`config.mk`:
```
export PLATFORM = sky130hd
export DESIGN_NAME = spi_bridge_flat
export DESIGN_NICKNAME = d
export VERILOG_FILES = /design/src/rtl/spi_bridge_pkg.sv /design/src/rtl/mem_bus_if.sv /design/src/rtl/spi_bridge.sv /design/src/flat_wrapper.sv
export VERILOG_INCLUDE_DIRS = /design/src /design/src/rtl
export SDC_FILE = /design/constraint.sdc
export NUM_CORES = 1
export LEC_CHECK = 0
export BUFFER_PORTS_ARGS = -buffer_cell sky130_fd_sc_hd__clkbuf_2
export CORE_MARGIN = 4
export CORE_UTILIZATION = 54
export DETAILED_ROUTE_END_ITERATION = 10
export PLACE_DENSITY = 0.91
export SETUP_SLACK_MARGIN = 0.1
export SYNTH_ARGS = -nofsm -noshare
export SYNTH_HDL_FRONTEND = slang
export SYNTH_SLANG_ARGS = --single-unit
```
`constraint.sdc`:
```
create_clock -name clk_sys_i -period 3.25 [get_ports clk_sys_i]
set_input_delay 0.1625 -clock clk_sys_i [delete_from_list [all_inputs] [get_ports clk_sys_i]]
set_output_delay 0.1625 -clock clk_sys_i [all_outputs]
set_load 0.02 [all_outputs]
```
`src/rtl/spi_bridge_defines.svh`:
```
`ifndef SPI_BRIDGE_DEFINES_SVH
`define SPI_BRIDGE_DEFINES_SVH

// byte address into the on-board memory, 128 KB.
`define SPI_ADDR_WIDTH 17

// flops between the pins and the system clock domain.
// sclk and mosi go through the same depth so they stay aligned.
`define SPI_SYNC_STAGES 2

// default wait states before the memory answers a request.
`define SRAM_WAIT_CYCLES 2

`endif

```
`src/rtl/spi_bridge_pkg.sv`:
```
`include "spi_bridge_defines.svh"

package spi_bridge_pkg;

    // one byte on the wire, command or data.
    typedef logic [7:0] spi_byte_t;

    // memory byte address, A16 is the bank bit from the command.
    typedef logic [`SPI_ADDR_WIDTH-1:0] bus_addr_t;

    // bit 2 marks the transfer state and bit 3 the finished frame,
    // so valid and done fall out of a single bit each.
    typedef enum logic [3:0] {
        READ_CMD         = 4'b0000,
        READ_DATA_ARG    = 4'b0001,
        READ_ADDR_HI_ARG = 4'b0010,
        READ_ADDR_LO_ARG = 4'b0011,
        XFER             = 4'b0100,
        DONE             = 4'b1000
    } bridge_state_e;

endpackage

```
`src/rtl/mem_bus_if.sv`:
```
`timescale 1ns/100ps

interface mem_bus_if;
    import spi_bridge_pkg::*;

    bus_addr_t addr;      // byte address of the transfer.
    spi_byte_t wdata;     // write data, stable while valid.
    logic      rw_n;      // 1 = read, 0 = write.
    logic      valid;     // level, held until ready.
    spi_byte_t rdata;     // read data, good in the ready cycle.
    logic      ready;     // one cycle pulse from the memory.

    modport bridge (
        output addr,
        output wdata,
        output rw_n,
        output valid,
        input  rdata,
        input  ready
    );

    modport memory (
        input  addr,
        input  wdata,
        input  rw_n,
        input  valid,
        output rdata,
        output ready
    );

endinterface

```
`src/rtl/spi_bridge.sv`:
```
`timescale 1ns/100ps
`include "spi_bridge_defines.svh"

module spi_bridge (
    input  logic                      clk_sys_i,
    input  logic                      spi_cs_ni,
    input  spi_bridge_pkg::spi_byte_t rx_byte_i,
    input  logic                      rx_valid_i,
    output spi_bridge_pkg::spi_byte_t tx_byte_o,
    output logic                      xfer_done_o,
    mem_bus_if.bridge                 bus
);
    import spi_bridge_pkg::*;

    localparam int A16 = `SPI_ADDR_WIDTH - 1;

    bridge_state_e state;
    bus_addr_t     addr_q;      // kept across frames for auto increment.
    spi_byte_t     wdata_q;
    spi_byte_t     rdata_q;     // returned as first byte of next frame.
    logic          rw_n_q;
    logic          load_addr_q;

    // command byte.
    //   bit 7 : 1 = read, 0 = write.
    //   bit 6 : address bytes follow, bit 0 is A16.
    always_ff @(posedge clk_sys_i or posedge spi_cs_ni) begin
        if (spi_cs_ni) begin
            state <= READ_CMD;
        end else begin
            case (state)
                READ_CMD: begin
                    if (rx_valid_i) begin
                        unique casez (rx_byte_i[7:6])
                            2'b0?:   state <= READ_DATA_ARG;
                            2'b11:   state <= READ_ADDR_HI_ARG;
                            default: state <= XFER;    // read at current address.
                        endcase
                    end
                end

                READ_DATA_ARG: begin
                    if (rx_valid_i) begin
                        state <= load_addr_q ? READ_ADDR_HI_ARG : XFER;
                    end
                end

                READ_ADDR_HI_ARG: begin
                    if (rx_valid_i) begin
                        state <= READ_ADDR_LO_ARG;
                    end
                end

                READ_ADDR_LO_ARG: begin
                    if (rx_valid_i) begin
                        state <= XFER;
                    end
                end

                XFER: begin
                    if (bus.ready) begin
                        state <= DONE;
                    end
                end

                default: begin
                    state <= DONE;    // wait here for chip select.
                end
            endcase
        end
    end

    // command, address and data registers.
    always_ff @(posedge clk_sys_i) begin
        case (state)
            READ_CMD: begin
                if (rx_valid_i) begin
                    rw_n_q      <= rx_byte_i[7];
                    load_addr_q <= rx_byte_i[6];
                    if (rx_byte_i[6]) begin
                        addr_q[A16] <= rx_byte_i[0];    // bank select.
                    end
                end
            end

            READ_DATA_ARG: begin
                if (rx_valid_i) begin
                    wdata_q <= rx_byte_i;
                end
            end

            READ_ADDR_HI_ARG: begin
                if (rx_valid_i) begin
                    addr_q[15:8] <= rx_byte_i;
                end
            end

            READ_ADDR_LO_ARG: begin
                if (rx_valid_i) begin
                    addr_q[7:0] <= rx_byte_i;
                end
            end

            XFER: begin
                if (bus.ready) begin
                    addr_q <= addr_q + bus_addr_t'(1);
                    if (rw_n_q) begin
                        rdata_q <= bus.rdata;
                    end
                end
            end

            default: begin
            end
        endcase
    end

    assign bus.addr  = addr_q;
    assign bus.wdata = wdata_q;
    assign bus.rw_n  = rw_n_q;
    assign bus.valid = state[2];    // XFER.
    assign xfer_done_o = state[3];  // DONE.
    assign tx_byte_o = rdata_q;

    // the request may not move or drop until the memory answers.
    a_req_held: assert property (
        @(posedge clk_sys_i) disable iff (spi_cs_ni)
            bus.valid && !bus.ready |=>
                bus.valid && $stable(bus.addr) && $stable(bus.wdata) && $stable(bus.rw_n)
    ) else $error("memory request changed before ready");

    a_done_excl: assert property (
        @(posedge clk_sys_i) disable iff (spi_cs_ni)
            !(xfer_done_o && bus.valid)
    ) else $error("xfer_done_o high while request pending");

endmodule

```
`src/flat_wrapper.sv`:
```
// flat-port wrapper written by rule: the top's interface ports become plain ports
module spi_bridge_flat import spi_bridge_pkg::*;
  (clk_sys_i, spi_cs_ni, rx_byte_i, rx_valid_i, tx_byte_o, xfer_done_o, bus_addr, bus_wdata, bus_rw_n, bus_valid, bus_rdata, bus_ready);
  mem_bus_if bus_i ();
  input  logic clk_sys_i;
  input  logic spi_cs_ni;
  input  spi_bridge_pkg::spi_byte_t rx_byte_i;
  input  logic rx_valid_i;
  output spi_bridge_pkg::spi_byte_t tx_byte_o;
  output logic xfer_done_o;
  output wire logic [$bits(bus_i.addr)-1:0] bus_addr;
  output wire logic [$bits(bus_i.wdata)-1:0] bus_wdata;
  output wire logic [$bits(bus_i.rw_n)-1:0] bus_rw_n;
  output wire logic [$bits(bus_i.valid)-1:0] bus_valid;
  input wire logic [$bits(bus_i.rdata)-1:0] bus_rdata;
  input wire logic [$bits(bus_i.ready)-1:0] bus_ready;
  assign bus_addr = bus_i.addr;
  assign bus_wdata = bus_i.wdata;
  assign bus_rw_n = bus_i.rw_n;
  assign bus_valid = bus_i.valid;
  assign bus_i.rdata = bus_rdata;
  assign bus_i.ready = bus_ready;
  spi_bridge u_core (.clk_sys_i(clk_sys_i), .spi_cs_ni(spi_cs_ni), .rx_byte_i(rx_byte_i), .rx_valid_i(rx_valid_i), .tx_byte_o(tx_byte_o), .xfer_done_o(xfer_done_o), .bus(bus_i));
endmodule
```
Yosys cells after proc, flatten, opt, wreduce, memory -nomap -nowiden
Cells that the tools add are included.
Widths: inputs -> output; s select.
- bits in registers: 39
- output and inout bits: 36
- input port bits: 20
- add/sub/neg operators: 1
- eq/ne operators: 11
- bitwise logic cells: 1
- muxes and demuxes: 15
- reduce and logical (&&, ||, !) cells: 11
- operators by type and width (kind ; number):
    $pmux 8 s2 ; 2
    $mux 4 ; 5
    $pmux 4 s5 ; 1
    $add 17x1->17 const B ; 1
    $mux 17 ; 1
    $ne 2x2->1 const B ; 6
    $reduce_and 3->1 ; 3
    $eq 4x2->1 const B ; 2
    $mux 8 ; 1
    $pmux 3 s2 ; 1
    $reduce_bool 2->1 ; 3
    $reduce_and 5->1 ; 1
    $eq 4x1->1 const B ; 1
    $eq 4x3->1 const B ; 1
    $logic_not 4->1 ; 1
    $reduce_and 2->1 ; 2
    $reduce_and 4->1 ; 1
    $mux 3 ; 1
    $eq 2x2->1 const B ; 1
    $mux 1 ; 2
    $pmux 1 s2 ; 1
    $not 1->1 ; 1

Logic depth before layout (Yosys ltp)
- depth after elaboration: 4
- mapped depth: 6
- depth with buffers taken out: 5

Worst setup path before layout
OpenSTA, ideal clock, no wires.
- path type: register to register
- start point: register u_core.state[2]
- end point: register u_core.addr_q[0], in the netlist u_core.bus.addr[0] (enable)
- path buffers: 1
- path slack: 1323 ps
- arrival: 1552 ps
- library setup time: 375 ps
- data required time: 2875 ps
- cell stages (with the launch flop): 5
- path through: dfrtp_1 -> clkbuf_1 -> nand2_1 -> or3_1 -> a21oi_1
- longest elaborated chain between the ends: 3
- elaborated cells between the ends (all ways): 6
- classes of those cells: eq/ne: 4; reduce/logical: 2
- RTL lines (what ; RTL line ; text):
    start: declaration ; spi_bridge.sv:17 ; bridge_state_e state;
    start signal: assignment ; spi_bridge.sv:44 ; state <= load_addr_q ? READ_ADDR_HI_ARG : XFER;
    $eq 4x3->1 / $eq 4x2->1 (equally long branches) ; spi_bridge.sv:75 ; case (state)
    $ne 2x2->1 (no line) / $reduce_bool 2->1 (equally long branches) ; n/a ;
    $reduce_and 3->1 (no line) * ; n/a ;
    end signal: indexed assignment ; spi_bridge.sv:81 ; addr_q[A16] <= rx_byte_i[0];
    end signal: assignment ; spi_bridge.sv:100 ; addr_q[7:0] <= rx_byte_i;
    end signal: assignment ; spi_bridge.sv:106 ; addr_q <= addr_q + bus_addr_t'(1);
    end: declaration ; spi_bridge.sv:18 ; bus_addr_t addr_q;
Every way passes the cells marked *; elsewhere a longest branch is shown, timed or not.
A chain may end at the register's enable or synchronous reset.

Worst setup path in the final report
- start point: register u_core.state[0]
- end point: register u_core.rdata_q[7], in the netlist u_core.tx_byte_o[7] (enable)
- longest elaborated chain between the ends: 2
- RTL lines (what ; RTL line ; text):
    $eq 4x3->1 ; spi_bridge.sv:75 ;
    $reduce_and 3->1 (no line) ; n/a ;
    end signal: assignment ; spi_bridge.sv:108 ; rdata_q <= bus.rdata;
    end: declaration ; spi_bridge.sv:20 ; spi_byte_t rdata_q;
No other way between the ends.

==> results.yml <==
run_status:
  status: "completed"
power:
  ir_worst_vdd_uv: 351
  power_density_nw_per_um2: 432
  power_leakage_uw: 0.000908
clocking:
  h-tree-depth: 2
  ctsResizeCount: 0
  cts_buffer_depth: 2
  numCtsBuffers: 5
  post-cts-setup-buffer-count: 0
  root_buffer: "clkbuf_4"
  clk_latency_ns: 0.36
  clock-sinks: 39
  clk_pin_slew_ns: 0.12
  cts_tree: "done"
detailed_routing:
  drt_wl_total_mm: 4.52
  wl_met1_mm: 1.73
  wl_met3_um: 329
  ant_nets: 0
  drtIter0Drc: 229
  route.met2.wl_mm: 2.29
  via_per_inst: 5.57
  wl_per_cell_um: 16.7
  first_pass_iters: 5
  highest_layer: "met4"
  vias: 1510
  drc: 0
synth:
  avgSynthCellArea_um2: 11.8
  synth_nets: 174
  synth-seq-cells: 39
  synth_top_area_cell: "edfxtp_1"
  ys_seq_area_share_pct: 63.5
  synth_top_area_share_pct: 58.0
  syn_inst: 153
  yosys_warnings: 0
  ys_types: 34
  synthTopCellsByArea: "edfxtp_1 58%, xnor2_1 5.8%, dfrtp_1 5.5%"
  netlist_area_um2: 1810
finish:
  num-fill-cells: 210
  area_delta_synth_final_pct: 30.5
  insertedDiodeCount: 0
  fin_cells: 271
  drive_above_1_share_pct: 32.2
  utilization_pct: 75.6
  nNetsFinal: 247
worst_setup_path:
  cp_max_fo: 21
  required_ns: 3.28
  cp-end-kind: "register"
  timing.reg2reg.setup_slack_ns: 1.26
  startpoint_type: "register"
  arrival_ns: 2.02
  crit_type: "register to register"
placed_design:
  globalplace.congestion: 0.876
  dp_hpwl_mm: 3.17
  dp.cells: 249
  port_buffers: 55
sta:
  drv_slew: 0
  period_needed_ns: 1.99
  relSlewSlack_pct: 47.7
  finalCritPeriodShare_pct: 61.2
  fin_skew_ns: 0.0152
  finalHoldViolations: 0
  setup_violations: 0
  worst_slew_pin_slew_ns: 0.784
  fmax_ghz: 0.503
  rsz0062_at_grt: "false"
  whs_ns: 0.0433
  tns_ns: 0
grt:
  grt_max_degree: 22
  grt-ovfl-total: 0
  antenna_found_initial: 0
  grt_usage_pct: 21.8
  grt_pass1_vias: 1432
  grt_pass1_wl_mm: 6.92
die:
  start_util_pct: 57.9
  pin_count: 56
  die-area_um2: 4350
  core.rowCount: 20
  die_w_um: 65.9
  fp.dieH_um: 65.9
  core_area_um2: 3130
worst_hold_path:
  hold_class: "input pin to register"
job:
  max-cap-violations: 0
-- repair_timing --
action | CTS | global route
hold buffers | 13 | 1
endpoints found under the setup margin | 0 | 0
endpoints found under the hold margin | 16 | 1
-- cell usage after synthesis --
cell / count
inv_1: 5
and3_1: 1
o211ai_1: 1
and2_1: 1
dfrtp_1: 4
edfxtp_1: 35
a31oi_1: 1
nor3_1: 8
a21o_1: 1
nand3_1: 4
nor3b_1: 1
nand4_1: 5
nand2_1: 14
nand4_4: 1
xnor2_1: 12
and4_2: 1
a21oi_2: 3
mux2_2: 1
a2111oi_0: 1
nor2_1: 16
nand3b_1: 1
ha_1: 1
a21boi_0: 1
nand2b_1: 1
o21ai_0: 3
a31o_2: 1
nor2b_1: 1
or3_1: 1
xor2_1: 1
a21oi_1: 14
clkbuf_1: 3
o21bai_1: 1
buf_2: 3
nor4_1: 5
-- state kept, by name, summed over array words and instances (netlist names) --
name / flops
u_core.bus.addr: 17
u_core.bus.rw_n: 1
u_core.bus.wdata: 8
u_core.load_addr_q: 1
u_core.state: 4
u_core.tx_byte_o: 8
-- area by class of cell --
class / count / area [um2] / share of cell area (%)
Timing Repair Buffer: 72 / 438 / 18.5
Clock inverter: 3 / 47.5 / 2.01
Tap cell: 44 / 55.1 / 2.33
Inverter: 5 / 18.8 / 0.794
Clock buffer: 5 / 37.5 / 1.59
Sequential cell: 39 / 1150 / 48.7
Multi-Input combinational cell: 103 / 616 / 26.0
-- critical path, cell delays in order, from the launching register on --
cell	delay, ns
dfrtp_1	0.52
nor3_1	0.30
and2_1	0.17
buf_4	0.24
and3_1	0.43
-- final timing paths --
| path | startpoint | end | cells past startpoint |
|---|---|---|---|
| worst max-delay path | u_core.state[0]$_DFFE_PP0P_ | u_core.tx_byte_o[7]$_DFFE_PP_ | 4 |
| worst min register to register | u_core.state[3]$_DFFE_PP0P_ | u_core.state[2]$_DFFE_PP0P_ | 1 |
| worst max register to register | u_core.state[0]$_DFFE_PP0P_ | u_core.tx_byte_o[7]$_DFFE_PP_ | 4 |
| min in group asynchronous | spi_cs_ni | u_core.state[1]$_DFFE_PP0P_ | 3 |
| max in group asynchronous | spi_cs_ni | u_core.state[2]$_DFFE_PP0P_ | 3 |
| worst min-delay path | rx_byte_i[0] | u_core.bus.wdata[0]$_DFFE_PP_ | 1 |
-- per-stage QoR --
stage          power (uW)  area (um2)  setup WS [ns]
3_3_place_gp          674        2140           1.37
2_1_floorplan         642        1810           1.32
5_1_grt              1060        2360           1.08
6_report             1020        2360           1.26
3_5_place_dp          677        2140           1.32
4_1_cts              1020        2350           1.30
-- logic make-up (layout without fill, tap and decap cells) --
family,count (synthesis),in the layout,share of synthesized area [%]
DFF,39,39,63.5
buffers and inverters,11,85,2.49
adders and majority gates,1,1,0.690
xor gates and xnor gates,13,13,6.28
muxes,1,1,0.622
AOI/OAI and AO/OA,27,27,9.12
and+or+nand+nor,61,61,17.3
-- cells in the final DEF, fill, tap and decap left out --
master and n:
and3_1 1, a31o_2 1, a21o_1 1, nand2b_1 1, nor4_1 5, dlygate4sd3_1 14, inv_1 5, a31oi_1 1
mux2_2 1, nand3b_1 1, and4_2 1, nor2b_1 1, nor3b_1 1, nand2_1 14, inv_6 1, buf_4 3
nor3_1 8, nand3_1 4, nand4_4 1, edfxtp_1 35, a2111oi_0 1, and2_1 1, o21bai_1 1, nand4_1 5
a21oi_1 14, o211ai_1 1, xor2_1 1, clkbuf_2 55, ha_1 1, a21boi_0 1, a21oi_2 3, clkinv_4 1
nor2_1 16, xnor2_1 12, or3_1 1, dfrtp_1 4, bufinv_16 1, o21ai_0 3, clkbuf_4 5
-- report_power, final --
group / switching [uW] / leakage (uW) / internal, uW
Combinational: 53.3 / 0.000496 / 45.8
Sequential: 19.7 / 0.000366 / 561
Clock: 176 / 0.0000458 / 166
-- metal layers --
layer | vias to the layer above | track usage (%)
li1 | 709 | -
met1 | 709 | 24.9
met5 | - | 0
met4 | 0 | 10.6
met3 | 17 | 6.12
met2 | 75 | 37.2
No activity file was read; power rests on OpenSTA's default activity.
