[src/rtl/spi_bridge_defines.svh]
`ifndef SPI_BRIDGE_DEFINES_SVH
`define SPI_BRIDGE_DEFINES_SVH

// byte address into the on-board memory, 128 KB.
`define SPI_ADDR_WIDTH 17

// flops between the pins and the system clock domain.
// sclk and mosi go through the same depth so they stay aligned.
`define SPI_SYNC_STAGES 2

// default wait states before the memory answers a request.
`define SRAM_WAIT_CYCLES 2

`endif

[src/rtl/spi_bridge_pkg.sv]
`include "spi_bridge_defines.svh"

package spi_bridge_pkg;

    // one byte on the wire, command or data.
    typedef logic [7:0] spi_byte_t;

    // memory byte address, A16 is the bank bit from the command.
    typedef logic [`SPI_ADDR_WIDTH-1:0] bus_addr_t;

    // bit 2 marks the transfer state and bit 3 the finished frame,
    // so valid and done fall out of a single bit each.
    typedef enum logic [3:0] {
        READ_CMD         = 4'b0000,
        READ_DATA_ARG    = 4'b0001,
        READ_ADDR_HI_ARG = 4'b0010,
        READ_ADDR_LO_ARG = 4'b0011,
        XFER             = 4'b0100,
        DONE             = 4'b1000
    } bridge_state_e;

endpackage

[src/rtl/spi_byte.sv]
`timescale 1ns/100ps
`include "spi_bridge_defines.svh"

module spi_byte (
    input  logic                    clk_sys_i,
    input  logic                    spi_sclk_i,
    input  logic                    spi_cs_ni,
    input  logic                    spi_rx_i,
    output logic                    spi_tx_o,
    input  spi_bridge_pkg::spi_byte_t tx_byte_i,
    output spi_bridge_pkg::spi_byte_t rx_byte_o,
    output logic                    rx_valid_o
);
    import spi_bridge_pkg::*;

    // one extra sclk flop holds the previous sample for edge detection.
    logic [`SPI_SYNC_STAGES:0]   sclk_sync;
    logic [`SPI_SYNC_STAGES-1:0] mosi_sync;

    logic      sclk_s;
    logic      sclk_prev;
    logic      mosi_s;
    logic      sclk_rise;
    logic      sclk_fall;
    logic [2:0] bit_cnt;
    spi_byte_t rx_shift;
    spi_byte_t tx_shift;

    assign sclk_s    = sclk_sync[`SPI_SYNC_STAGES-1];
    assign sclk_prev = sclk_sync[`SPI_SYNC_STAGES];
    assign mosi_s    = mosi_sync[`SPI_SYNC_STAGES-1];

    assign sclk_rise = sclk_s & ~sclk_prev;
    assign sclk_fall = ~sclk_s & sclk_prev;

    always_ff @(posedge clk_sys_i or posedge spi_cs_ni) begin
        if (spi_cs_ni) begin
            sclk_sync <= '0;    // idle clock is low in mode 0.
            mosi_sync <= '0;
        end else begin
            sclk_sync <= {sclk_sync[`SPI_SYNC_STAGES-1:0], spi_sclk_i};
            mosi_sync <= {mosi_sync[`SPI_SYNC_STAGES-2:0], spi_rx_i};
        end
    end

    // bit counter and the byte strobe.
    always_ff @(posedge clk_sys_i or posedge spi_cs_ni) begin
        if (spi_cs_ni) begin
            bit_cnt    <= '0;
            rx_valid_o <= 1'b0;
        end else begin
            rx_valid_o <= sclk_rise && (bit_cnt == 3'd7);
            if (sclk_rise) begin
                bit_cnt <= bit_cnt + 3'd1;    // wraps after eight bits.
            end
        end
    end

    // receive side, msb first.
    always_ff @(posedge clk_sys_i) begin
        if (sclk_rise) begin
            rx_shift <= {rx_shift[6:0], mosi_s};
            if (bit_cnt == 3'd7) begin
                rx_byte_o <= {rx_shift[6:0], mosi_s};
            end
        end
    end

    // transmit side. The falling edge that ends a byte comes with
    // bit_cnt already wrapped to zero and must not shift the new load.
    always_ff @(posedge clk_sys_i) begin
        if (spi_cs_ni || rx_valid_o) begin
            tx_shift <= tx_byte_i;
        end else if (sclk_fall && (bit_cnt != 3'd0)) begin
            tx_shift <= {tx_shift[6:0], 1'b0};
        end
    end

    assign spi_tx_o = tx_shift[7];    // msb on the line right after load.

    // a byte takes at least sixteen system cycles, never two strobes in a row.
    a_rx_valid_pulse: assert property (
        @(posedge clk_sys_i) disable iff (spi_cs_ni)
            rx_valid_o |=> !rx_valid_o
    ) else $error("rx_valid_o high for two cycles");

endmodule

[config.mk]
export PLATFORM = sky130hd
export DESIGN_NAME = spi_byte
export DESIGN_NICKNAME = d
export VERILOG_FILES = /design/src/rtl/spi_bridge_pkg.sv /design/src/rtl/spi_byte.sv
export VERILOG_INCLUDE_DIRS = /design/src /design/src/rtl
export SDC_FILE = /design/constraint.sdc
export NUM_CORES = 1
export LEC_CHECK = 0
export BUFFER_PORTS_ARGS = -buffer_cell sky130_fd_sc_hd__buf_2
export CAP_MARGIN = 20
export CELL_PAD_IN_SITES_DETAIL_PLACEMENT = 1
export CELL_PAD_IN_SITES_GLOBAL_PLACEMENT = 1
export CORE_ASPECT_RATIO = 0.7
export CORE_MARGIN = 3
export CORE_UTILIZATION = 30
export CTS_CLUSTER_DIAMETER = 200
export DETAILED_ROUTE_END_ITERATION = 6
export PLACE_DENSITY_LB_ADDON = 0.1
export RECOVER_POWER = 100
export SYNTH_ARGS = -nofsm -noshare
export SYNTH_HDL_FRONTEND = slang
export SYNTH_SLANG_ARGS = --single-unit
[constraint.sdc]
create_clock -name clk_sys_i -period 2.1 [get_ports clk_sys_i]
set_input_delay 0.105 -clock clk_sys_i [delete_from_list [all_inputs] [get_ports clk_sys_i]]
set_output_delay 0.105 -clock clk_sys_i [all_outputs]
set_load 0.01 [all_outputs]
After elaboration in Yosys (flattened, before gate mapping)
Index checks and enable logic that the tools add are counted.
- reduce and logical (&&, ||, !) cells: 6
- muxes and demuxes: 2
- $add $sub $neg: 1
- equal/unequal tests: 1
- bitwise gates (word level): 4
- operator list (operator ; number):
    $mux 8 ; 2
    $add 3x1->3 const B ; 1
    $eq 3x3->1 const B ; 1
    $reduce_bool 3->1 ; 1
    $and 1x1->1 ; 2
    $logic_and 1x1->1 ; 2
    $not 1->1 ; 2
    $reduce_and 2->1 ; 1
    $reduce_bool 2->1 ; 1
    $logic_or 1x1->1 ; 1
- input bits: 12
- register bits: 32
- output and inout port bits: 10
- logic and storage cells: 21

Logic depth before layout (Yosys ltp)
Gate-level depths: netlist (run 1).
- depth after elaboration: 5
- gate-level depth with buffers: 4
- depth with buffers taken out: 4

Worst setup path before layout (run 1)
OpenSTA, ideal clock, no wires.
- path kind: reg2reg
- start point: reg bit_cnt[0]
- end point: reg tx_shift[0], enable pin
- stages on the path, launching flop included: 5
- arrival time: 1093 ps
- clock period less this slack: 1467 ps
- library setup time: 374 ps
- data required time: 1726 ps
- path buffers: 0
- setup slack: 633 ps
- cell sequence: dfrtp_1 inv_1 ha_1 nor2b_1 o21ai_1
- longest elaborated chain between the ends: 3
- ends and longest elaborated chain (element ; RTL line ; text):
    start: declaration ; spi_byte.sv:25 ; logic [2:0] bit_cnt;
    start signal: assignment ; spi_byte.sv:54 ; bit_cnt <= bit_cnt + 3'd1;
    $reduce_bool 3->1 ; spi_byte.sv:74 ; end else if (sclk_fall && (bit_cnt != 3'd0)) begin
    $logic_and 1x1->1 ; spi_byte.sv:74 ;
    $reduce_bool 2->1 (no source line) ; -- ;
    end signal: assignment ; spi_byte.sv:73 ; tx_shift <= tx_byte_i;
    end signal: assignment ; spi_byte.sv:75 ; tx_shift <= {tx_shift[6:0], 1'b0};
    end: declaration ; spi_byte.sv:27 ; spi_byte_t tx_shift;
No other way between the ends.
A chain may end at the register's enable or synchronous reset.

Worst setup path after layout (run 1)
- start point: in spi_cs_ni
- end point: reg tx_shift[3] (data pin)
- longest elaborated chain between the ends: 2
- ends and longest elaborated chain (element ; RTL line ; text):
    start: declaration ; spi_byte.sv:7 ; input logic spi_cs_ni,
    $logic_or 1x1->1 ; spi_byte.sv:72 ; if (spi_cs_ni || rx_valid_o) begin
    $mux 8 ; spi_byte.sv:72 ;
No other way between the ends.

==> results of run 1 <==
==> power by group <==
part / switching, mW / internal (mW) / total, mW
Combinational: 0.0838 / 0.0855 / 0.169
Sequential: 0.0356 / 0.766 / 0.802
Clock: 0.220 / 0.351 / 0.571
==> cell families (layout without fill, tap and decap cells) <==
| kind of cell | Yosys count | count (layout) |
|---|---|---|
| muxes | 9 | 9 |
| xor gates and xnor gates | 1 | 1 |
| DFF | 32 | 32 |
| buffers and inverters | 4 | 36 |
| adders and majority gates | 3 | 3 |
| AOI/OAI and AO/OA | 1 | 1 |
| and+or+nand+nor | 6 | 6 |
==> state kept, by name (all words and copies together) (netlist names) <==
| register | flops |
|---|---|
| rx_byte_o | 8 |
| tx_shift | 8 |
| rx_shift | 7 |
| bit_cnt | 3 |
| sclk_sync | 3 |
| mosi_sync | 2 |
| rx_valid_o | 1 |
==> worst max-delay path: cells and delay by family <==
family | cells | cell delay (ns)
buffers and inverters | 2 | 0.64
muxes | 1 | 0.41
and+or+nand+nor | 1 | 0.53
==> area by class of cell <==
cell class	instances	area, sq um	share of cell area
clock inverter	3	42.5	0.0298
timing repair buffer	25	129	0.0903
multi-input combinational	20	198	0.138
tap	50	62.6	0.0438
inverter	3	11.3	0.00789
sequential	32	916	0.642
clock buffer	5	68.8	0.0482
==> per-stage QoR <==
stage	instances	power [mW]
after global routing	138	1.63
after floorplan	56	0.950
final	138	1.54
after detailed placement	127	1.02
after CTS	138	1.60
after global placement	127	1.01
==> metal layers <==
layer | track usage | vias up | share of wire
li1 | - | 262 | -
met1 | 0.0960 | 275 | 0.46
met2 | 0.118 | 14 | 0.46
met3 | 0.0435 | 4 | 0.068
met4 | 0.0361 | 0 | 0.018
met5 | 0 | - | 0
==> cells in the mapped netlist <==
library cell | n | share of area
and2_2 | 1 | 0.0065
buf_6 | 1 | 0.0098
dfrtp_1 | 9 | 0.20
edfxtp_1 | 23 | 0.60
ha_1 | 3 | 0.033
inv_1 | 3 | 0.0098
mux2_2 | 7 | 0.068
mux2_4 | 2 | 0.026
nor2_4 | 1 | 0.0098
nor2b_1 | 2 | 0.011
nor2b_4 | 1 | 0.012
o21ai_1 | 1 | 0.0043
or2b_2 | 1 | 0.0076
xnor2_1 | 1 | 0.0076
==> placed cells by master, fill, tap and decap left out, types with 2 or more instances in the layout <==
master and instances:
nor2b_1 2, dlygate4sd3_1 3, dfrtp_1 9, ha_1 3, inv_1 3, mux2_1 2
clkbuf_1 11, buf_2 10, edfxtp_1 23, mux2_2 7, clkbuf_8 5
==> what timing repair did <==
item | CTS | global route
endpoints found under the hold margin | 11 | 0
hold buffers | 3 | 0
gates resized for setup | 0 | 0
==> worst paths after layout <==
path / startpoint / endpoint / depth (start not counted)
worst max-delay path: spi_cs_ni / tx_shift[3] / 4
worst min-delay path: tx_byte_i[6] / tx_shift[6] / 2
worst max register to register: sclk_sync[2] / rx_byte_o[1] / 2
worst min register to register: mosi_sync[0] / mosi_sync[1] / 0
max in group asynchronous: spi_cs_ni / mosi_sync[0] / 3
min in group asynchronous: spi_cs_ni / bit_cnt[2] / 3
==> flow_metrics.env, run 1 <==
export IMPL_rows=18
export IMPL_htree_levels=2
export IMPL_clock_path_buffers=2
export IMPL_coreArea_sq_um=3600
export IMPL_drtAntennaViolNets=0
export IMPL_crit_path_max_fanout=9
export IMPL_synthAdderAreaFrac=0.0326
export IMPL_hold_class="input port to register"
export IMPL_synth_top_family_by_area="multiplexers"
export IMPL_ys_ff_latch=32
export IMPL_timing_final_crit_share=0.784
export IMPL_netlist_area_sq_um=1150
export IMPL_die_x_microns=80.1
export IMPL_grt_pass1_vias=578
export IMPL_clkSlewWorstSetupHoldPaths_ns=0.07
export IMPL_worstPathCellList="dlygate4sd3_1, clkbuf_1, nor2_1, mux2_2"
export IMPL_die_y_microns=57.9
export IMPL_fin_crit_ns=1.65
export IMPL_die_area_sq_um=4630
export IMPL_nNetsFinal=102
export IMPL_clkLatencyLatePin_ns=0.28
export IMPL_synth_nets=71
export IMPL_place_ws_ns=0.694
export IMPL_max_stage_delay_ns=0.53
export IMPL_tightest_slew_ns=0.685
export IMPL_yosysWarnings=0
export IMPL_hold_viol=0
export IMPL_skew_ns=0.00670
export IMPL_cts_tree="yes"
export IMPL_firstDrtPassIters=2
export IMPL_p_leak_nw=0.548
export IMPL_synth_xor_area_share=0.00760
export IMPL_synth_compound_area_frac=0.00434
export IMPL_portBuffers=21
export IMPL_muxShareOfSynthArea=0.0945
export IMPL_root_buffer="clkbuf_8"
export IMPL_peakVddDrop_mv=0.533
export IMPL_grt_pass1_wl_mm=2.66
export IMPL_rsz0062_at_grt="no"
export IMPL_syn_avg_cell_area_sq_um=20.6
export IMPL_ys_types=14
export IMPL_drv_slew=0
export IMPL_end_kind="register"
export IMPL_grt_start_max_net_pins=12
export IMPL_gp_congestion=0.685
export IMPL_drtIter0Drc=23
export IMPL_placed_area_sq_um=1320
export IMPL_path_class="input port to register"
export IMPL_io_pins=22
export IMPL_synth_seq_area_share=0.795
export IMPL_status="complete, no violations"
export IMPL_crit_required_ns=2.13
export IMPL_final_core_util=0.396
export IMPL_start_util=0.320
export IMPL_fin_hold_ws_ns=0.126
export IMPL_insertedDiodeCount=0
export IMPL_drive_above_1_share=0.318
export IMPL_power_density_nw_per_um2=1080
export IMPL_cts_sinks=32
export IMPL_num_vias=555
export IMPL_crit_slowest_cell="dlygate4sd3_1"
export IMPL_grt_util_all_layers=0.0797
export IMPL_vias_per_cell=4.02
export IMPL_critPathArrivalTime_ns=1.68
export IMPL_route_detailed_drc=0
export IMPL_setup_tns_ns=0
export IMPL_rrSetupSlack_ns=0.49
export IMPL_max_freq_mhz=607
export IMPL_final_fill_count=380
export IMPL_overflow=0
export IMPL_critPathLaunchType="input port"
export IMPL_setup_slack_ns=0.454
export IMPL_routed_wl_mm=1.63
export IMPL_cts_setup_buffers=0
export IMPL_maxSlewHeadroom=0.542
export IMPL_cts_made_buffers=5
export IMPL_antenna_found_initial=0
export IMPL_setup_viol=0
export IMPL_fin_area_sq_um=1430
export IMPL_synth_cells=56
export IMPL_avgRoutedWirePerCell_microns=11.8
export IMPL_max_cap_viol_count=0
export IMPL_area_delta_synth_final_pct=23.9
export IMPL_yosys_area_share_simple=0.0467
(Power assumes the default switching activity.)
==> run 2, diff against run 1 <==
Clock period 2.1 ns to 1.4 ns, I/O delays scaled along.
==> flow_metrics.env, run 2 (synthesis gave the netlist of run 1 again) <==
export IMPL_reg2reg_from="bit_cnt[0]"
export IMPL_cts_made_buffers=5
export IMPL_path_class="input port to register"
export IMPL_holdCritStartpoint="tx_byte_i[4]"
export IMPL_max_stage_delay_ns=0.54
export IMPL_crit_required_ns=1.42
export IMPL_clkLatencyLatePin_ns=0.27
export IMPL_area_delta_synth_final_pct=23.0
export IMPL_critPathArrivalTime_ns=1.35
export IMPL_clock_path_buffers=2
export IMPL_critPathLaunchType="input port"
export IMPL_crit_buf_inv=2
export IMPL_timing_final_crit_share=0.947
export IMPL_final_core_util=0.393
export IMPL_drive_above_1_share=0.337
export IMPL_hold_depth=2
export IMPL_status="complete, no violations"
export IMPL_drv_slew=0
export IMPL_firstDrtPassIters=2
export IMPL_vias_per_cell=3.85
export IMPL_rrSetupSlack_ns=0.09
export IMPL_gp_congestion=0.589
export IMPL_fin_crit_ns=1.33
export IMPL_end_kind="register"
export IMPL_drtAntennaViolNets=0
export IMPL_overflow=0
export IMPL_num_vias=535
export IMPL_crit_family="buffers and inverters"
export IMPL_power_density_nw_per_um2=1480
export IMPL_maxSlewHeadroom=0.778
export IMPL_crit_path_max_fanout=9
export IMPL_reg2reg_to="tx_shift[7]"
export IMPL_portBuffers=21
export IMPL_tightest_slew_ns=0.333
export IMPL_die_area_sq_um=4630
export IMPL_hold_viol=0
export IMPL_rows=18
export IMPL_hold_class="input port to register"
export IMPL_htree_levels=2
export IMPL_setup_viol=0
export IMPL_setup_tns_ns=0
export IMPL_insertedDiodeCount=0
export IMPL_antenna_found_initial=0
export IMPL_cts_tree="yes"
export IMPL_io_pins=22
export IMPL_grt_util_all_layers=0.0755
export IMPL_avgRoutedWirePerCell_microns=11.1
export IMPL_route_detailed_drc=0
export IMPL_reg2regPathDepth=5
export IMPL_root_buffer="clkbuf_8"
export IMPL_routed_wl_mm=1.54
export IMPL_drtIter0Drc=30
export IMPL_p_leak_nw=0.543
export IMPL_layout_commonest_cell="edfxtp_1"
export IMPL_die_x_microns=80.1
export IMPL_grt_start_max_net_pins=11
export IMPL_die_y_microns=57.9
export IMPL_layout_common_cells="edfxtp_1, clkbuf_1, buf_2"
export IMPL_max_cap_viol_count=0
export IMPL_worstPathCellList="dlygate4sd3_1, clkbuf_1, nor2_4, mux2_2"
export IMPL_peakVddDrop_mv=0.552
export IMPL_crit_slowest_cell="dlygate4sd3_1"
export IMPL_cts_sinks=32
export IMPL_nNetsFinal=103
export IMPL_start_util=0.320
export IMPL_max_freq_mhz=754
export IMPL_reg_top3="rx_byte_o x8, tx_shift x8, rx_shift x7"
export IMPL_dp_hpwl_mm=1.10
export IMPL_grt_pass1_wl_mm=2.51
export IMPL_rsz0062_at_grt="no"
export IMPL_skew_ns=0.00542
export IMPL_coreArea_sq_um=3600
export IMPL_hold_end="tx_shift[4]"
export IMPL_grt_pass1_vias=552
export IMPL_clkSlewWorstSetupHoldPaths_ns=0.06
run 2: changes by cell type in the layout (fill, tap and decap cells not counted), sizes merged:
cell      change
clkbuf        +3
clkinvlp      -1
bufinv        -1
run 2: timing repair:
action                                 in CTS  in global routing
setup buffers                               0                  0
hold buffers                                3                  0
resized for setup                           0                  2
endpoints found under the hold margin      11                  0
setup endpoints to repair                   0                  8
run 2: worst max path at each step:
stage,cells past startpoint,startpoint,end
after global placement,5,bit_cnt[0],tx_shift[0]
after detailed placement,5,bit_cnt[0],tx_shift[0]
after CTS,5,bit_cnt[0],tx_shift[1]
after global routing,5,bit_cnt[0],tx_shift[7]
after floorplan,2,sclk_sync[2],tx_shift[0]
final,4,spi_cs_ni,tx_shift[7]
run 2: area by class of cell:
class	count	area [sq um]
Inverter	3	11.3
Timing Repair Buffer	26	138
Fill cell	386	2190
Clock inverter	1	3.75
Clock buffer	7	76.3
Multi-Input combinational cell	20	210
Sequential cell	32	916
Tap cell	50	62.6
run 2: worst register-to-register path, cell delays in order (launching register included):
cell and delay (ns):
dfrtp_1 0.37, inv_2 0.05, ha_1 0.20, nor2b_1 0.14, o21ai_2 0.12, buf_6 0.15
run 2: through the flow:
step	power, mW	hold slack, ns	std cells	setup WS, ns	cell area [sq um]
global placement	1.52	0.0815	128	0.0754	1330
CTS	2.18	0.0907	139	0.0342	1440
floorplan	1.43	-0.102	56	0.0885	1160
finish	2.10	0.102	139	0.0744	1420
global route	2.23	0.0987	139	0.0131	1420
detailed placement	1.53	0.0827	128	0.0414	1330
run 2: where the power goes:
group | leakage (nW) | internal, mW | total (mW) | switching, mW
registers | 0.326 | 1.15 | 1.20 | 0.0532
logic | 0.177 | 0.134 | 0.264 | 0.130
clock network | 0.0399 | 0.345 | 0.636 | 0.291
total | 0.543 | 1.63 | 2.10 | 0.474
run 2: layer usage:
layer  vias up  wire (microns)  global-route usage
li1        264               -                   -
met1       257             750              0.0985
met2        12             655               0.100
met3         2             118              0.0435
met4         0              13              0.0361
met5         -               0                   0
